`config.mk`:
```
export PLATFORM = sky130hd
export DESIGN_NAME = mini_core
export DESIGN_NICKNAME = d
export VERILOG_FILES = /design/src/design/cpu_pkg.sv /design/src/design/alu.sv /design/src/design/data_mem.sv /design/src/design/instr_decoder.sv /design/src/design/mini_core.sv /design/src/design/reg_file.sv /design/src/design/word_sequencer.sv
export SDC_FILE = /design/constraint.sdc
export NUM_CORES = 1
export LEC_CHECK = 0
export ABC_AREA = 1
export BUFFER_PORTS_ARGS = -buffer_cell sky130_fd_sc_hd__buf_2
export CORE_MARGIN = 2
export CORE_UTILIZATION = 40
export CTS_CLUSTER_SIZE = 25
export DETAILED_ROUTE_END_ITERATION = 12
export GPL_ROUTABILITY_DRIVEN = 0
export GPL_TIMING_DRIVEN = 1
export PLACE_DENSITY = 0.53
export SLEW_MARGIN = 20
export SYNTH_ARGS = -nofsm -noshare
export SYNTH_HDL_FRONTEND = slang
export SYNTH_SLANG_ARGS = --single-unit
```
`constraint.sdc`:
```
create_clock -name clk -period 8.4 [get_ports clk]
set_clock_uncertainty 0.1 [all_clocks]
set_input_delay 0 -clock clk [delete_from_list [all_inputs] [get_ports clk]]
set_output_delay 0 -clock clk [all_outputs]
set_load 0.02 [all_outputs]
```
`src/design/cpu_pkg.sv`:
```
`default_nettype none

package cpu_pkg;

    // opcodes 8 and up only fit the lower half
    typedef enum logic [3:0] {
        ADD  = 4'd0,
        SUB  = 4'd1,
        AND  = 4'd2,
        OR   = 4'd3,
        XOR  = 4'd4,
        SHL  = 4'd5,
        SHR  = 4'd6,
        MOV  = 4'd7,
        MOVF = 4'd8,
        LD   = 4'd9,
        ST   = 4'd10,
        NOP  = 4'd11
    } opcode_t;

    typedef enum logic [1:0] {
        MV_REG,
        MV_LOW,
        MV_HIGH,
        MV_FLAGS
    } mov_kind_t;

    localparam int REG_AW    = 3;
    localparam int NUM_REGS  = 6;  // codes 6 and 7 are illegal
    localparam int NUM_FLAGS = 4;

    localparam int FLAG_CARRY    = 0;
    localparam int FLAG_SIGN     = 1;
    localparam int FLAG_OVERFLOW = 2;
    localparam int FLAG_ZERO     = 3;

    // code in 13:9 of a long word picks movh or movl and the destination
    localparam int LONG_BIT       = 31;
    localparam int LCODE_HI       = 13;
    localparam int LCODE_LO       = 9;
    localparam int LONG_MOVH_BASE = 6;
    localparam int LONG_MOVL_BASE = 12;
    localparam int IMM_HI         = 23;
    localparam int IMM_LO         = 16;
    localparam int IMM_W          = IMM_HI - IMM_LO + 1;

    // fields inside one 16-bit half
    localparam int OPC_HI     = 15;
    localparam int OPC_LO     = 12;
    localparam int OP1_HI     = 11;
    localparam int OP1_LO     = 9;
    localparam int OP2_HI     = 8;
    localparam int OP2_LO     = 6;
    localparam int SUFFIX_BIT = 5;

endpackage

`default_nettype wire

```
`src/design/alu.sv`:
```
`timescale 1ns/1ns
`default_nettype none

module alu
    import cpu_pkg::*;
#(
    parameter int WIDTH = 16
) (
    input  wire                  clk,
    input  wire                  arst_n,
    input  wire                  en,
    input  wire opcode_t         opcode,
    input  wire  [WIDTH-1:0]     a,
    input  wire  [WIDTH-1:0]     b,
    input  wire                  set_flags,
    output logic [WIDTH-1:0]     result,
    output logic [NUM_FLAGS-1:0] flags
);

    logic [WIDTH:0]          sum;
    logic [WIDTH:0]          diff;
    logic                    carry;
    logic                    ovf;
    logic [NUM_FLAGS-1:0]    nxt_flags;

    always_comb begin
        sum   = {1'b0, a} + {1'b0, b};
        diff  = {1'b0, a} - {1'b0, b};
        carry = 1'b0;
        ovf   = 1'b0;
        case (opcode)
            ADD: begin
                result = sum[WIDTH-1:0];
                carry  = sum[WIDTH];
                ovf    = (a[WIDTH-1] == b[WIDTH-1]) && (result[WIDTH-1] != a[WIDTH-1]);
            end
            SUB: begin
                result = diff[WIDTH-1:0];
                carry  = diff[WIDTH];  // borrow
                ovf    = (a[WIDTH-1] != b[WIDTH-1]) && (result[WIDTH-1] != a[WIDTH-1]);
            end
            AND:     result = a & b;
            OR:      result = a | b;
            XOR:     result = a ^ b;
            SHL:     result = a << b[3:0];
            SHR:     result = a >> b[3:0];
            MOV:     result = b;
            default: result = '0;
        endcase

        nxt_flags                = '0;
        nxt_flags[FLAG_CARRY]    = carry;
        nxt_flags[FLAG_SIGN]     = result[WIDTH-1];
        nxt_flags[FLAG_OVERFLOW] = ovf;
        nxt_flags[FLAG_ZERO]     = (result == '0);
    end

    always_ff @(posedge clk or negedge arst_n) begin
        if (!arst_n)
            flags <= '0;
        else if (en && set_flags)
            flags <= nxt_flags;  // only suffixed ops touch flags
    end

endmodule

`default_nettype wire

```
`src/design/data_mem.sv`:
```
`timescale 1ns/1ns
`default_nettype none

module data_mem #(
    parameter int WIDTH  = 16,
    parameter int MEM_AW = 4
) (
    input  wire               clk,
    input  wire  [MEM_AW-1:0] addr,
    input  wire               wr_en,
    input  wire  [WIDTH-1:0]  wr_data,
    output logic [WIDTH-1:0]  rd_data
);

    logic [WIDTH-1:0] mem [2**MEM_AW];

    assign rd_data = mem[addr];  // read in the execute cycle

    always_ff @(posedge clk) begin
        if (wr_en)
            mem[addr] <= wr_data;
    end

endmodule

`default_nettype wire

```
`src/design/instr_decoder.sv`:
```
`timescale 1ns/1ns
`default_nettype none

module instr_decoder
    import cpu_pkg::*;
(
    input  wire                  clk,
    input  wire                  arst_n,
    input  wire                  en,
    input  wire  [31:0]          long_instr,
    input  wire                  instr_choose,
    input  wire  [NUM_FLAGS-1:0] flags,
    output logic                 alu_en,
    output opcode_t              opcode,
    output logic                 mem_en,
    output logic                 wren,
    output logic                 move_en,
    output mov_kind_t            mov_kind,
    output logic [IMM_W-1:0]     immediate,
    output logic [REG_AW-1:0]    op1,
    output logic [REG_AW-1:0]    op2,
    output logic                 suffix,
    output logic [NUM_FLAGS-1:0] flags_snap
);

    logic [15:0]       half;
    logic [4:0]        lcode;
    logic              is_long;
    logic              regs_ok;
    opcode_t           d_opcode;
    logic              d_alu_en;
    logic              d_mem_en;
    logic              d_wren;
    logic              d_move_en;
    mov_kind_t         d_kind;
    logic [REG_AW-1:0] d_op1;
    logic [REG_AW-1:0] d_op2;

    assign half    = instr_choose ? long_instr[15:0] : long_instr[31:16];
    assign lcode   = long_instr[LCODE_HI:LCODE_LO];
    assign is_long = !instr_choose && long_instr[LONG_BIT];

    always_comb begin
        d_opcode  = opcode_t'(half[OPC_HI:OPC_LO]);
        d_op1     = half[OP1_HI:OP1_LO];
        d_op2     = half[OP2_HI:OP2_LO];
        d_alu_en  = 1'b0;
        d_mem_en  = 1'b0;
        d_wren    = 1'b0;
        d_move_en = 1'b0;
        d_kind    = MV_REG;
        regs_ok   = (d_op1 < NUM_REGS) && (d_op2 < NUM_REGS);
        if (is_long) begin
            d_opcode = NOP;
            if (lcode >= LONG_MOVH_BASE && lcode < LONG_MOVL_BASE) begin
                d_move_en = 1'b1;
                d_kind    = MV_HIGH;
                d_op1     = REG_AW'(lcode - LONG_MOVH_BASE);
            end else if (lcode >= LONG_MOVL_BASE && lcode < LONG_MOVL_BASE + NUM_REGS) begin
                d_move_en = 1'b1;
                d_kind    = MV_LOW;
                d_op1     = REG_AW'(lcode - LONG_MOVL_BASE);
            end
        end else begin
            case (d_opcode)
                ADD, SUB, AND, OR, XOR, SHL, SHR: d_alu_en = regs_ok;
                MOV: d_move_en = regs_ok;
                MOVF: begin
                    d_move_en = (d_op1 < NUM_REGS);  // op2 not used
                    d_kind    = MV_FLAGS;
                end
                LD: d_mem_en = regs_ok;
                ST: begin
                    d_mem_en = regs_ok;
                    d_wren   = regs_ok;
                end
                default: d_opcode = NOP;  // nop and spare codes
            endcase
        end
    end

    always_ff @(posedge clk or negedge arst_n) begin
        if (!arst_n) begin
            alu_en  <= 1'b0;
            mem_en  <= 1'b0;
            wren    <= 1'b0;
            move_en <= 1'b0;
        end else begin
            alu_en  <= en && d_alu_en;
            mem_en  <= en && d_mem_en;
            wren    <= en && d_wren;
            move_en <= en && d_move_en;
        end
    end

    always_ff @(posedge clk) begin
        if (en) begin
            opcode    <= d_opcode;
            op1       <= d_op1;
            op2       <= d_op2;
            mov_kind  <= d_kind;
            immediate <= long_instr[IMM_HI:IMM_LO];
            suffix    <= d_alu_en && half[SUFFIX_BIT];
        end
        // flags as they stand at decode; a flag-setting slot one cycle
        // ahead has not reached the flags register yet
        if (en && d_kind == MV_FLAGS)
            flags_snap <= flags;
    end

    a_one_enable_class: assert property (
        @(posedge clk) disable iff (!arst_n)
        $onehot0({alu_en, mem_en, move_en})
    ) else $error("more than one enable class in a slot");

endmodule

`default_nettype wire

```
`src/design/mini_core.sv`:
```
`timescale 1ns/1ns
`default_nettype none

module mini_core
    import cpu_pkg::*;
#(
    parameter int WIDTH  = 16,
    parameter int MEM_AW = 4
) (
    input  wire                  clk,
    input  wire                  arst_n,
    input  wire                  word_valid,
    input  wire  [31:0]          word,
    output logic                 busy,
    output logic                 wr_en,
    output logic [REG_AW-1:0]    wr_addr,
    output logic [WIDTH-1:0]     wr_data,
    output logic [NUM_FLAGS-1:0] flags
);

    logic                 en;
    logic [31:0]          long_instr;
    logic                 instr_choose;
    logic                 alu_en;
    opcode_t              opcode;
    logic                 mem_en;
    logic                 wren;
    logic                 move_en;
    mov_kind_t            mov_kind;
    logic [IMM_W-1:0]     immediate;
    logic [REG_AW-1:0]    op1;
    logic [REG_AW-1:0]    op2;
    logic                 suffix;
    logic [NUM_FLAGS-1:0] flags_snap;
    logic [WIDTH-1:0]     rd_a;
    logic [WIDTH-1:0]     rd_b;
    logic [WIDTH-1:0]     alu_result;
    logic [WIDTH-1:0]     mem_rd;

    word_sequencer i_word_sequencer (
        .clk          (clk),
        .arst_n       (arst_n),
        .word_valid   (word_valid),
        .word         (word),
        .busy         (busy),
        .en           (en),
        .long_instr   (long_instr),
        .instr_choose (instr_choose)
    );

    instr_decoder i_instr_decoder (
        .clk          (clk),
        .arst_n       (arst_n),
        .en           (en),
        .long_instr   (long_instr),
        .instr_choose (instr_choose),
        .flags        (flags),
        .alu_en       (alu_en),
        .opcode       (opcode),
        .mem_en       (mem_en),
        .wren         (wren),
        .move_en      (move_en),
        .mov_kind     (mov_kind),
        .immediate    (immediate),
        .op1          (op1),
        .op2          (op2),
        .suffix       (suffix),
        .flags_snap   (flags_snap)
    );

    reg_file #(
        .WIDTH (WIDTH)
    ) i_reg_file (
        .clk       (clk),
        .arst_n    (arst_n),
        .rd_a_addr (op1),
        .rd_a      (rd_a),
        .rd_b_addr (op2),
        .rd_b      (rd_b),
        .wr_en     (wr_en),
        .wr_addr   (wr_addr),
        .wr_data   (wr_data)
    );

    alu #(
        .WIDTH (WIDTH)
    ) i_alu (
        .clk       (clk),
        .arst_n    (arst_n),
        .en        (alu_en),
        .opcode    (opcode),
        .a         (rd_a),
        .b         (rd_b),
        .set_flags (suffix),
        .result    (alu_result),
        .flags     (flags)
    );

    // address from op2 register, store data from op1 register
    data_mem #(
        .WIDTH  (WIDTH),
        .MEM_AW (MEM_AW)
    ) i_data_mem (
        .clk     (clk),
        .addr    (rd_b[MEM_AW-1:0]),
        .wr_en   (mem_en && wren),
        .wr_data (rd_a),
        .rd_data (mem_rd)
    );

    // every writing slot targets op1, stores write nothing
    assign wr_en   = alu_en || move_en || (mem_en && !wren);
    assign wr_addr = op1;

    always_comb begin
        wr_data = alu_result;
        if (mem_en) begin
            wr_data = mem_rd;
        end else if (move_en) begin
            case (mov_kind)
                MV_LOW:   wr_data = {rd_a[WIDTH-1:IMM_W], immediate};
                MV_HIGH:  wr_data = {immediate, rd_a[WIDTH-IMM_W-1:0]};
                MV_FLAGS: wr_data = WIDTH'(flags_snap);  // zero-extended
                default:  wr_data = rd_b;
            endcase
        end
    end

endmodule

`default_nettype wire

```
`src/design/reg_file.sv`:
```
`timescale 1ns/1ns
`default_nettype none

module reg_file
    import cpu_pkg::*;
#(
    parameter int WIDTH = 16
) (
    input  wire               clk,
    input  wire               arst_n,
    input  wire  [REG_AW-1:0] rd_a_addr,
    output logic [WIDTH-1:0]  rd_a,
    input  wire  [REG_AW-1:0] rd_b_addr,
    output logic [WIDTH-1:0]  rd_b,
    input  wire               wr_en,
    input  wire  [REG_AW-1:0] wr_addr,
    input  wire  [WIDTH-1:0]  wr_data
);

    logic [WIDTH-1:0] regs [NUM_REGS];

    // codes 6 and 7 read as zero
    assign rd_a = (rd_a_addr < NUM_REGS) ? regs[rd_a_addr] : '0;
    assign rd_b = (rd_b_addr < NUM_REGS) ? regs[rd_b_addr] : '0;

    always_ff @(posedge clk or negedge arst_n) begin
        if (!arst_n) begin
            for (int i = 0; i < NUM_REGS; i++)
                regs[i] <= '0;
        end else if (wr_en && wr_addr < NUM_REGS) begin
            regs[wr_addr] <= wr_data;
        end
    end

    // decoder must have filtered illegal destinations
    a_wr_addr_legal: assert property (
        @(posedge clk) disable iff (!arst_n)
        wr_en |-> (wr_addr < NUM_REGS)
    ) else $error("write to illegal register %0d", wr_addr);

endmodule

`default_nettype wire

```
`src/design/word_sequencer.sv`:
```
`timescale 1ns/1ns
`default_nettype none

module word_sequencer
    import cpu_pkg::*;
(
    input  wire         clk,
    input  wire         arst_n,
    input  wire         word_valid,
    input  wire  [31:0] word,
    output logic        busy,
    output logic        en,
    output logic [31:0] long_instr,
    output logic        instr_choose
);

    typedef enum logic {
        IDLE,
        SECOND
    } seq_state_t;

    seq_state_t state;
    logic       accept;

    assign accept = word_valid && !busy;
    assign busy   = (state == SECOND);  // lower half still to issue

    always_ff @(posedge clk or negedge arst_n) begin
        if (!arst_n) begin
            state        <= IDLE;
            en           <= 1'b0;
            instr_choose <= 1'b0;
        end else begin
            en           <= accept || busy;
            instr_choose <= busy;  // second slot takes the lower half
            if (accept && !word[LONG_BIT])
                state <= SECOND;
            else
                state <= IDLE;
        end
    end

    // word kept for the lower slot of a pair
    always_ff @(posedge clk) begin
        if (accept)
            long_instr <= word;
    end

    a_no_valid_while_busy: assert property (
        @(posedge clk) disable iff (!arst_n)
        busy |-> !word_valid
    ) else $error("word_valid pulsed while busy");

endmodule

`default_nettype wire

```
======== Word-level counts from Yosys, hierarchy flattened ========
Memory sizes are Yosys's and may differ from the RTL's.
Cells that the tools add are included.
word-level totals
  register bits after elaboration ......... 164
  word-level logic and storage cells ...... 142
  latch bits .............................. 0
  memories ................................ 1
  output and inout bits ................... 25
  memory bits (writable) .................. 256
  input bits .............................. 35
  bits in read-only memories .............. 0
memories
  memory          depth  bits a word  rd ports  clocked after Yosys merged registers in  wr ports  RTL line        source
  i_data_mem.mem  16     16           1         0                                        1         data_mem.sv:15  logic [WIDTH-1:0] mem [2**MEM_AW];
cells by class
  div/mod/pow operators ................... 0
  multiplexer cells ....................... 38
  bitwise operators ....................... 6
  magnitude comparators ................... 11
  reductions and logical operators ........ 33
  $mul .................................... 0
  equal/unequal tests ..................... 25
  add/subtract/negate cells ............... 4
  shifts and indexed selects .............. 2
operators by type and width
  cell                                                                    count
  16-bit two-way mux                                                      10
  16-bit one-hot mux with 8 select lines                                  1
  16-bit binary-select mux with 3-bit select                              2
  96-bit bitwise mux                                                      1
  16-bit demux with 3-bit select                                          1
  16-bit one-hot mux with 3 select lines                                  1
  4-bit by 3-bit equality test with 1-bit output (second input constant)  8
  1-bit logical AND                                                       19
  16-bit by 16-bit adder with 17-bit output                               1
  16-bit by 16-bit subtractor with 17-bit output                          1
  16-bit bitwise AND                                                      1
  4-bit by 2-bit equality test with 1-bit output (second input constant)  4
  16-bit logical NOT                                                      1
  16-bit bitwise OR                                                       1
  16-bit by 4-bit << shifter with 16-bit output                           1
  16-bit by 4-bit >> shifter with 16-bit output                           1
  16-bit bitwise XOR                                                      1
  1-bit two-way mux                                                       13
  4-bit equality test (second input constant)                             3
  3-bit less-than comparator (second input constant)                      4
  11-bit OR reduction                                                     1
  3-bit two-way mux                                                       3
  4-bit by 1-bit equality test with 1-bit output (second input constant)  2
  4-bit >= comparator (second input constant)                             2
  19 further kinds                                                        36

======== Depth between registers and ports, before layout ========
  word-level depth ........................ 10
  mapped depth ............................ 31
  mapped depth without buffers ............ 29

======== By module ========
Synthesis repeated with hierarchy kept, for this count alone.
unflattened totals
  cells, all modules ...................... 3170
  area, all modules ....................... 24363.4 um^2
by module, submodules not included
  module          sequential area each (um^2)  times used  area an instance (um^2)  cells each
  data_mem        7687.4                       1           10831.6                  1054
  reg_file        2402.3                       1           5580.4                   859
  alu             100.1                        1           4727.0                   911
  instr_decoder   850.8                        1           1380.1                   137
  word_sequencer  1036.0                       1           1057.3                   40
  mini_core       0.0                          1           787.0                    169

======== Worst setup path before layout ========
OpenSTA, ideal clock, no wires.
  path type ............................... reg2reg
  start ................................... register i_instr_decoder.op1[2]
  end ..................................... register i_reg_file.regs[78] in the netlist's numbering
  slack ................................... 4.633 ns
  stages on the path, launching flop included .. 31
  arrival time ............................ 3.549 ns
  period minus slack after synthesis ...... 3.767 ns
  library setup time ...................... 0.117 ns
  data required time ...................... 8.183 ns
  buffers on the path ..................... 2
  path through ............................ edfxtp_1 buf_4 inv_2 nand2_2 nor2_4 buf_4 nand2_1 nand2_1 nor2_2 inv_1 ha_1 inv_1 fa_1 inv_1 nand2_1 nand2_1 nand2_1 nand2_1 nand2_1 nand2_1 nand3_1 nand2_1 nand2_1 nand3_1 o2111ai_1 nor2_1 nand2_1 nand2_1 nand2_2 nand2_1 nand2_1
between the ends
  cells in the longest elaborated chain, start to end .. 10
  elaborated cells between the ends (all ways) .. 24
  those cells by class .................... 2 x add/sub; 3 x order compare; 2 x shift; 11 x mux; 4 x bitwise; 2 x reduce/logical
RTL lines
  element                                                                       RTL line             source
  start, declared                                                               instr_decoder.sv:20  output logic [REG_AW-1:0] op1,
  start signal, assigned                                                        instr_decoder.sv:99  op1 <= d_op1;
  3-bit NOT with 4-bit output (not written as such)                             reg_file.sv:23       assign rd_a = (rd_a_addr < NUM_REGS) ? regs[rd_a_addr] : '0;
  16-bit binary-select mux with 3-bit select                                    reg_file.sv:23
  16-bit two-way mux (not written as such) (2 in series)                        reg_file.sv:23
  16-bit two-way mux *                                                          reg_file.sv:23
  named net i_alu.a[0]                                                          alu.sv:13            input wire [WIDTH-1:0] a,
  16-bit by 16-bit subtractor with 17-bit output, or another cell as far along  alu.sv:28            diff = {1'b0, a} - {1'b0, b};
  16-bit one-hot mux with 8 select lines *                                      alu.sv:31            case (opcode)
  16-bit two-way mux *                                                          mini_core.sv:119     end else if (move_en) begin
  16-bit two-way mux *                                                          mini_core.sv:117     if (mem_en) begin
  named net wr_data[14]                                                         mini_core.sv:17      output logic [WIDTH-1:0] wr_data,
  96-bit bitwise mux *                                                          reg_file.sv:31       regs[wr_addr] <= wr_data;
  end signal, assigned by index                                                 reg_file.sv:31
  end, declared                                                                 reg_file.sv:20       logic [WIDTH-1:0] regs [NUM_REGS];
The timed path passes the listed nets; every way through them passes the cells marked *. The select of a mux whose other input is x is not followed.
A chain may end at the register's enable or synchronous reset.

======== Worst setup path after layout ========
  start ................................... register i_instr_decoder.op1[0]
  end ..................................... output port wr_data[12]
between the ends
  cells in the longest elaborated chain, start to end .. 9
  elaborated cells between the ends (all ways) .. 17
  those cells by class .................... 2 x add/sub; 1 x order compare; 2 x shift; 8 x mux; 4 x bitwise
RTL lines
  element                                                                       RTL line
  3-bit NOT with 4-bit output (not written as such)                             reg_file.sv:23
  16-bit binary-select mux with 3-bit select                                    reg_file.sv:23
  16-bit two-way mux (not written as such) (2 in series)                        reg_file.sv:23
  16-bit two-way mux *                                                          reg_file.sv:23
  named net i_alu.a[3]                                                          alu.sv:13
  16-bit by 16-bit subtractor with 17-bit output, or another cell as far along  alu.sv:28
  16-bit one-hot mux with 8 select lines *                                      alu.sv:31
  16-bit two-way mux *                                                          mini_core.sv:119
  16-bit two-way mux *                                                          mini_core.sv:117
  end, declared                                                                 mini_core.sv:17
Marks and branches as above.

==> flow_summary.toml <==
[run_status]
status = "finished, final reports clean"

[cells_and_area]
fin_cells = 3392
final_layout_size_suffix_gt1_frac = 0.105
layout.nets = 2692
final_util = 0.456
syn_to_final_growth_pct = 12.6

[global_route]
busiest_layer = "met2"
grt_pass1_vias = 17800
grt_overflow_total = 0
grt_pass1_wl_mm = 110
grt_use_met1 = 0.342
grtUsageMet2 = 0.414
grt_max_degree = 67
track_usage = 0.257
use_met3 = 0.0451
antenna_found_initial = 0

[setup_path]
cp-end-kind = "output port"
cp_max_fo = 50
crit_slowest_cell = "inv_2"
slowest_delay_ns = 0.57
critPathLaunchType = "flop"
critPathRequiredTime_ns = 8.30
worstPathCellList = "buf_4 -> inv_2 -> nor2_4 -> nand2_1 -> nand2_1 -> nor2_2 -> inv_1 -> ha_1 -> a21oi_1 -> nand2_1 -> nand2_1 -> nand2_1 -> nor2_1 -> o21ai_0 -> o21ai_0 -> nand3_1 -> nand2_1 -> nand2_1 -> nand2_2 -> inv_1 -> buf_2"
crit_top_cell = "nand2_1"
worstSetupPathType = "reg2out"
arrival_ns = 5.98

[floorplanning]
ios = 60
die_w_um = 240
die_y_um = 240
dieArea_um2 = 57800
rows = 86
start_util = 0.405
core_um2 = 55200

[timing]
setup_violations = 0
relSlewSlack = 0.362
setup_slack_ns = 2.32
layout_worst_path_cycle_share = 0.724
grt_setup_unrepaired = "no"
final-hold-violation-count = 0
setup_tns_ns = 0
fin_crit_ns = 6.08
tightest_slew_ns = 0.955
timing.fmax_mhz = 165
finalMaxSlewViolations = 0

[worst_hold_path]
hold_class = "in2reg"

[route]
ant_nets = 0
num_vias = 18800
drt-initial-drc-count = 1893
avgViaCountPerCell = 5.55
drt-total-wl_mm = 73.8
drc = 0
drtPass1Iterations = 6
wl_per_cell_um = 21.7

[yosys]
synth-main-ff-cell = "edfxtp_1"
synth.ff_latch_count = 415
synth_top_area_frac = 0.413
ys_seq_area_frac = 0.533
synth_edf_count = 308
netlist_area_um2 = 22400
synth.avg_cell_area_um2 = 8.81
async_reset_ff_frac = 0.258
yosysWarnings = 0
yosys.area.top_type = "edfxtp_1"
synth_nets = 2628
synth_area_leaders = "edfxtp_1 (41%), nand2_1 (14%), dfrtp_1 (12%)"
synth_cells = 2539
synth_cell_types = 62

[power_and_ir_drop]
powerDensity_nw_per_um2 = 290
peakVddDrop_uv = 182
power_leakage_uw = 0.0106

[placed_design]
place_ws_ns = 2.94
io_buffers = 54
dp.cells = 3270
hpwlAfterDp_mm = 49.3

[flow_run]
max_cap_viol_count = 0

[clocking]
cts_sinks = 415
cts_tree = "done"
cts_buffers = 47
htreeDepth = 2
clkTransAtPathRegs_ns = 0.06
cts_buffer_depth = 3
cts_root_buf = "clkbuf_16"
post_cts_buffers = 0
insertion_delay_ns = 0.61
## flip-flops by register name (all words and copies together) (netlist names), 2 cells and up
register	count
i_alu.flags	4
i_instr_decoder.mov_kind	2
i_data_mem.mem	256
i_instr_decoder.immediate	8
i_word_sequencer.long_instr	27
i_instr_decoder.opcode	4
i_instr_decoder.flags_snap	4
i_instr_decoder.op2	3
i_reg_file.regs	96
i_instr_decoder.op1	3
## final cells by class
type                       instances  area (um2)
tap                              748         936
fill                            5349       30000
timing repair buffer             135         978
sequential                       415       11900
clock buffer                      57        1210
inverter                         213         802
antenna                            2        5.00
clock inverter                    31         308
multi-input combinational       1791        9020
## per-layer routing
metal / part of all wire / vias up
li1: - / 8773
met1: 0.42 / 9070
met2: 0.46 / 812
met3: 0.077 / 171
met4: 0.042 / 0
met5: 0 / -
## path summary, 6_finish.rpt
check	start	end	slack [ns]	cells after the start
hold / removal	word[10]	i_word_sequencer.long_instr[10]	0.04	2
setup / recovery	i_instr_decoder.op1[0]	wr_data[12]	2.32	21
hold reg to reg	i_word_sequencer.long_instr[18]	i_instr_decoder.immediate[2]	0.32	0
setup reg to reg	i_instr_decoder.op1[0]	i_reg_file.regs[60]	2.90	20
min in group asynchronous	arst_n	i_reg_file.regs[9]	0.34	4
max in group asynchronous	arst_n	i_reg_file.regs[32]	6.96	4
## critical path, delay by kind of cell, from the launching register on
family / cells / cell delay (ns)
and+or+nand+nor: 12 / 1.96
AOI/OAI and AO/OA: 3 / 0.85
adders and majority gates: 1 / 0.56
DFF: 1 / 0.37
buffers and inverters: 5 / 1.65
## power by group
part | total [uW] | internal, uW | leakage, uW | switching [uW]
Combinational | 2560 | 712 | 0.00561 | 1850
Sequential | 2740 | 2570 | 0.00427 | 165
Clock | 2020 | 1160 | 0.000740 | 851
Total | 7310 | 4450 | 0.0106 | 2860
## through the flow
step                      area, um2  hold WS, ns  power (uW)
after floorplan               22400       -0.396        4490
after global placement        23300      -0.0669        5240
after detailed placement      23300      -0.0700        5270
after CTS                     25200       0.0116        7320
after global routing          25200       0.0290        7710
final                         25200       0.0382        7310
## cell usage after synthesis, types with 15 or more instances
| cell type | count |
|---|---|
| a21oi_1 | 100 |
| a22oi_1 | 36 |
| buf_2 | 35 |
| buf_4 | 28 |
| clkbuf_1 | 44 |
| dfrtp_1 | 107 |
| edfxtp_1 | 308 |
| ha_1 | 52 |
| inv_1 | 197 |
| nand2_1 | 816 |
| nand2_2 | 16 |
| nand3_1 | 241 |
| nand4_1 | 40 |
| nor2_1 | 140 |
| nor3_1 | 17 |
| o211ai_1 | 35 |
| o21ai_0 | 94 |
| o21ai_1 | 62 |
| o221ai_1 | 15 |
## repair_timing
item,4_1_cts,5_1_grt
hold buffers,32,0
endpoints found under the hold margin,97,0
endpoints found under the setup margin,0,0
resized for setup,0,0
## cells in the final DEF, fill, tap and decap left out, types with 6 or more instances in the layout
cell           netlist  final
a22oi_1             36     36
clkinv_2             0      8
o22ai_1             14     14
o211ai_1            35     35
clkinv_1             4     16
nand4_1             40     40
nor2_4              13     14
nor2_1             140    122
buf_4               28     50
buf_2               35     53
o221ai_1            15     15
nor2_2              13     30
dlygate4sd3_1        0     31
nand3_1            241    241
clkbuf_1            44     10
o21ai_1             62     62
edfxtp_1           308    308
a21oi_1            100    100
ha_1                52     52
inv_2               11     11
o2111ai_1            6      6
dfrtp_1            107    107
nand2_1            816    816
o21ai_2              7      7
clkbuf_16            0     47
o21ai_0             94     94
a211oi_1             6      6
nand2_2             16     16
inv_1              197    197
nor3_1              17     16
or2_2                6      6
## cells by family (layout without fill, tap and decap cells)
family                     Yosys count  in the layout  synth area share
adders and majority gates           54             54            0.0309
AOI/OAI and AO/OA                  409            409             0.114
xor gates and xnor gates             4              4           0.00157
buffers and inverters              333            436            0.0661
and+or+nand+nor                   1322           1322             0.254
muxes                                2              2          0.000895
other                                0              2                 0
DFF                                415            415             0.533
Power figures use the tool's default switching activity.
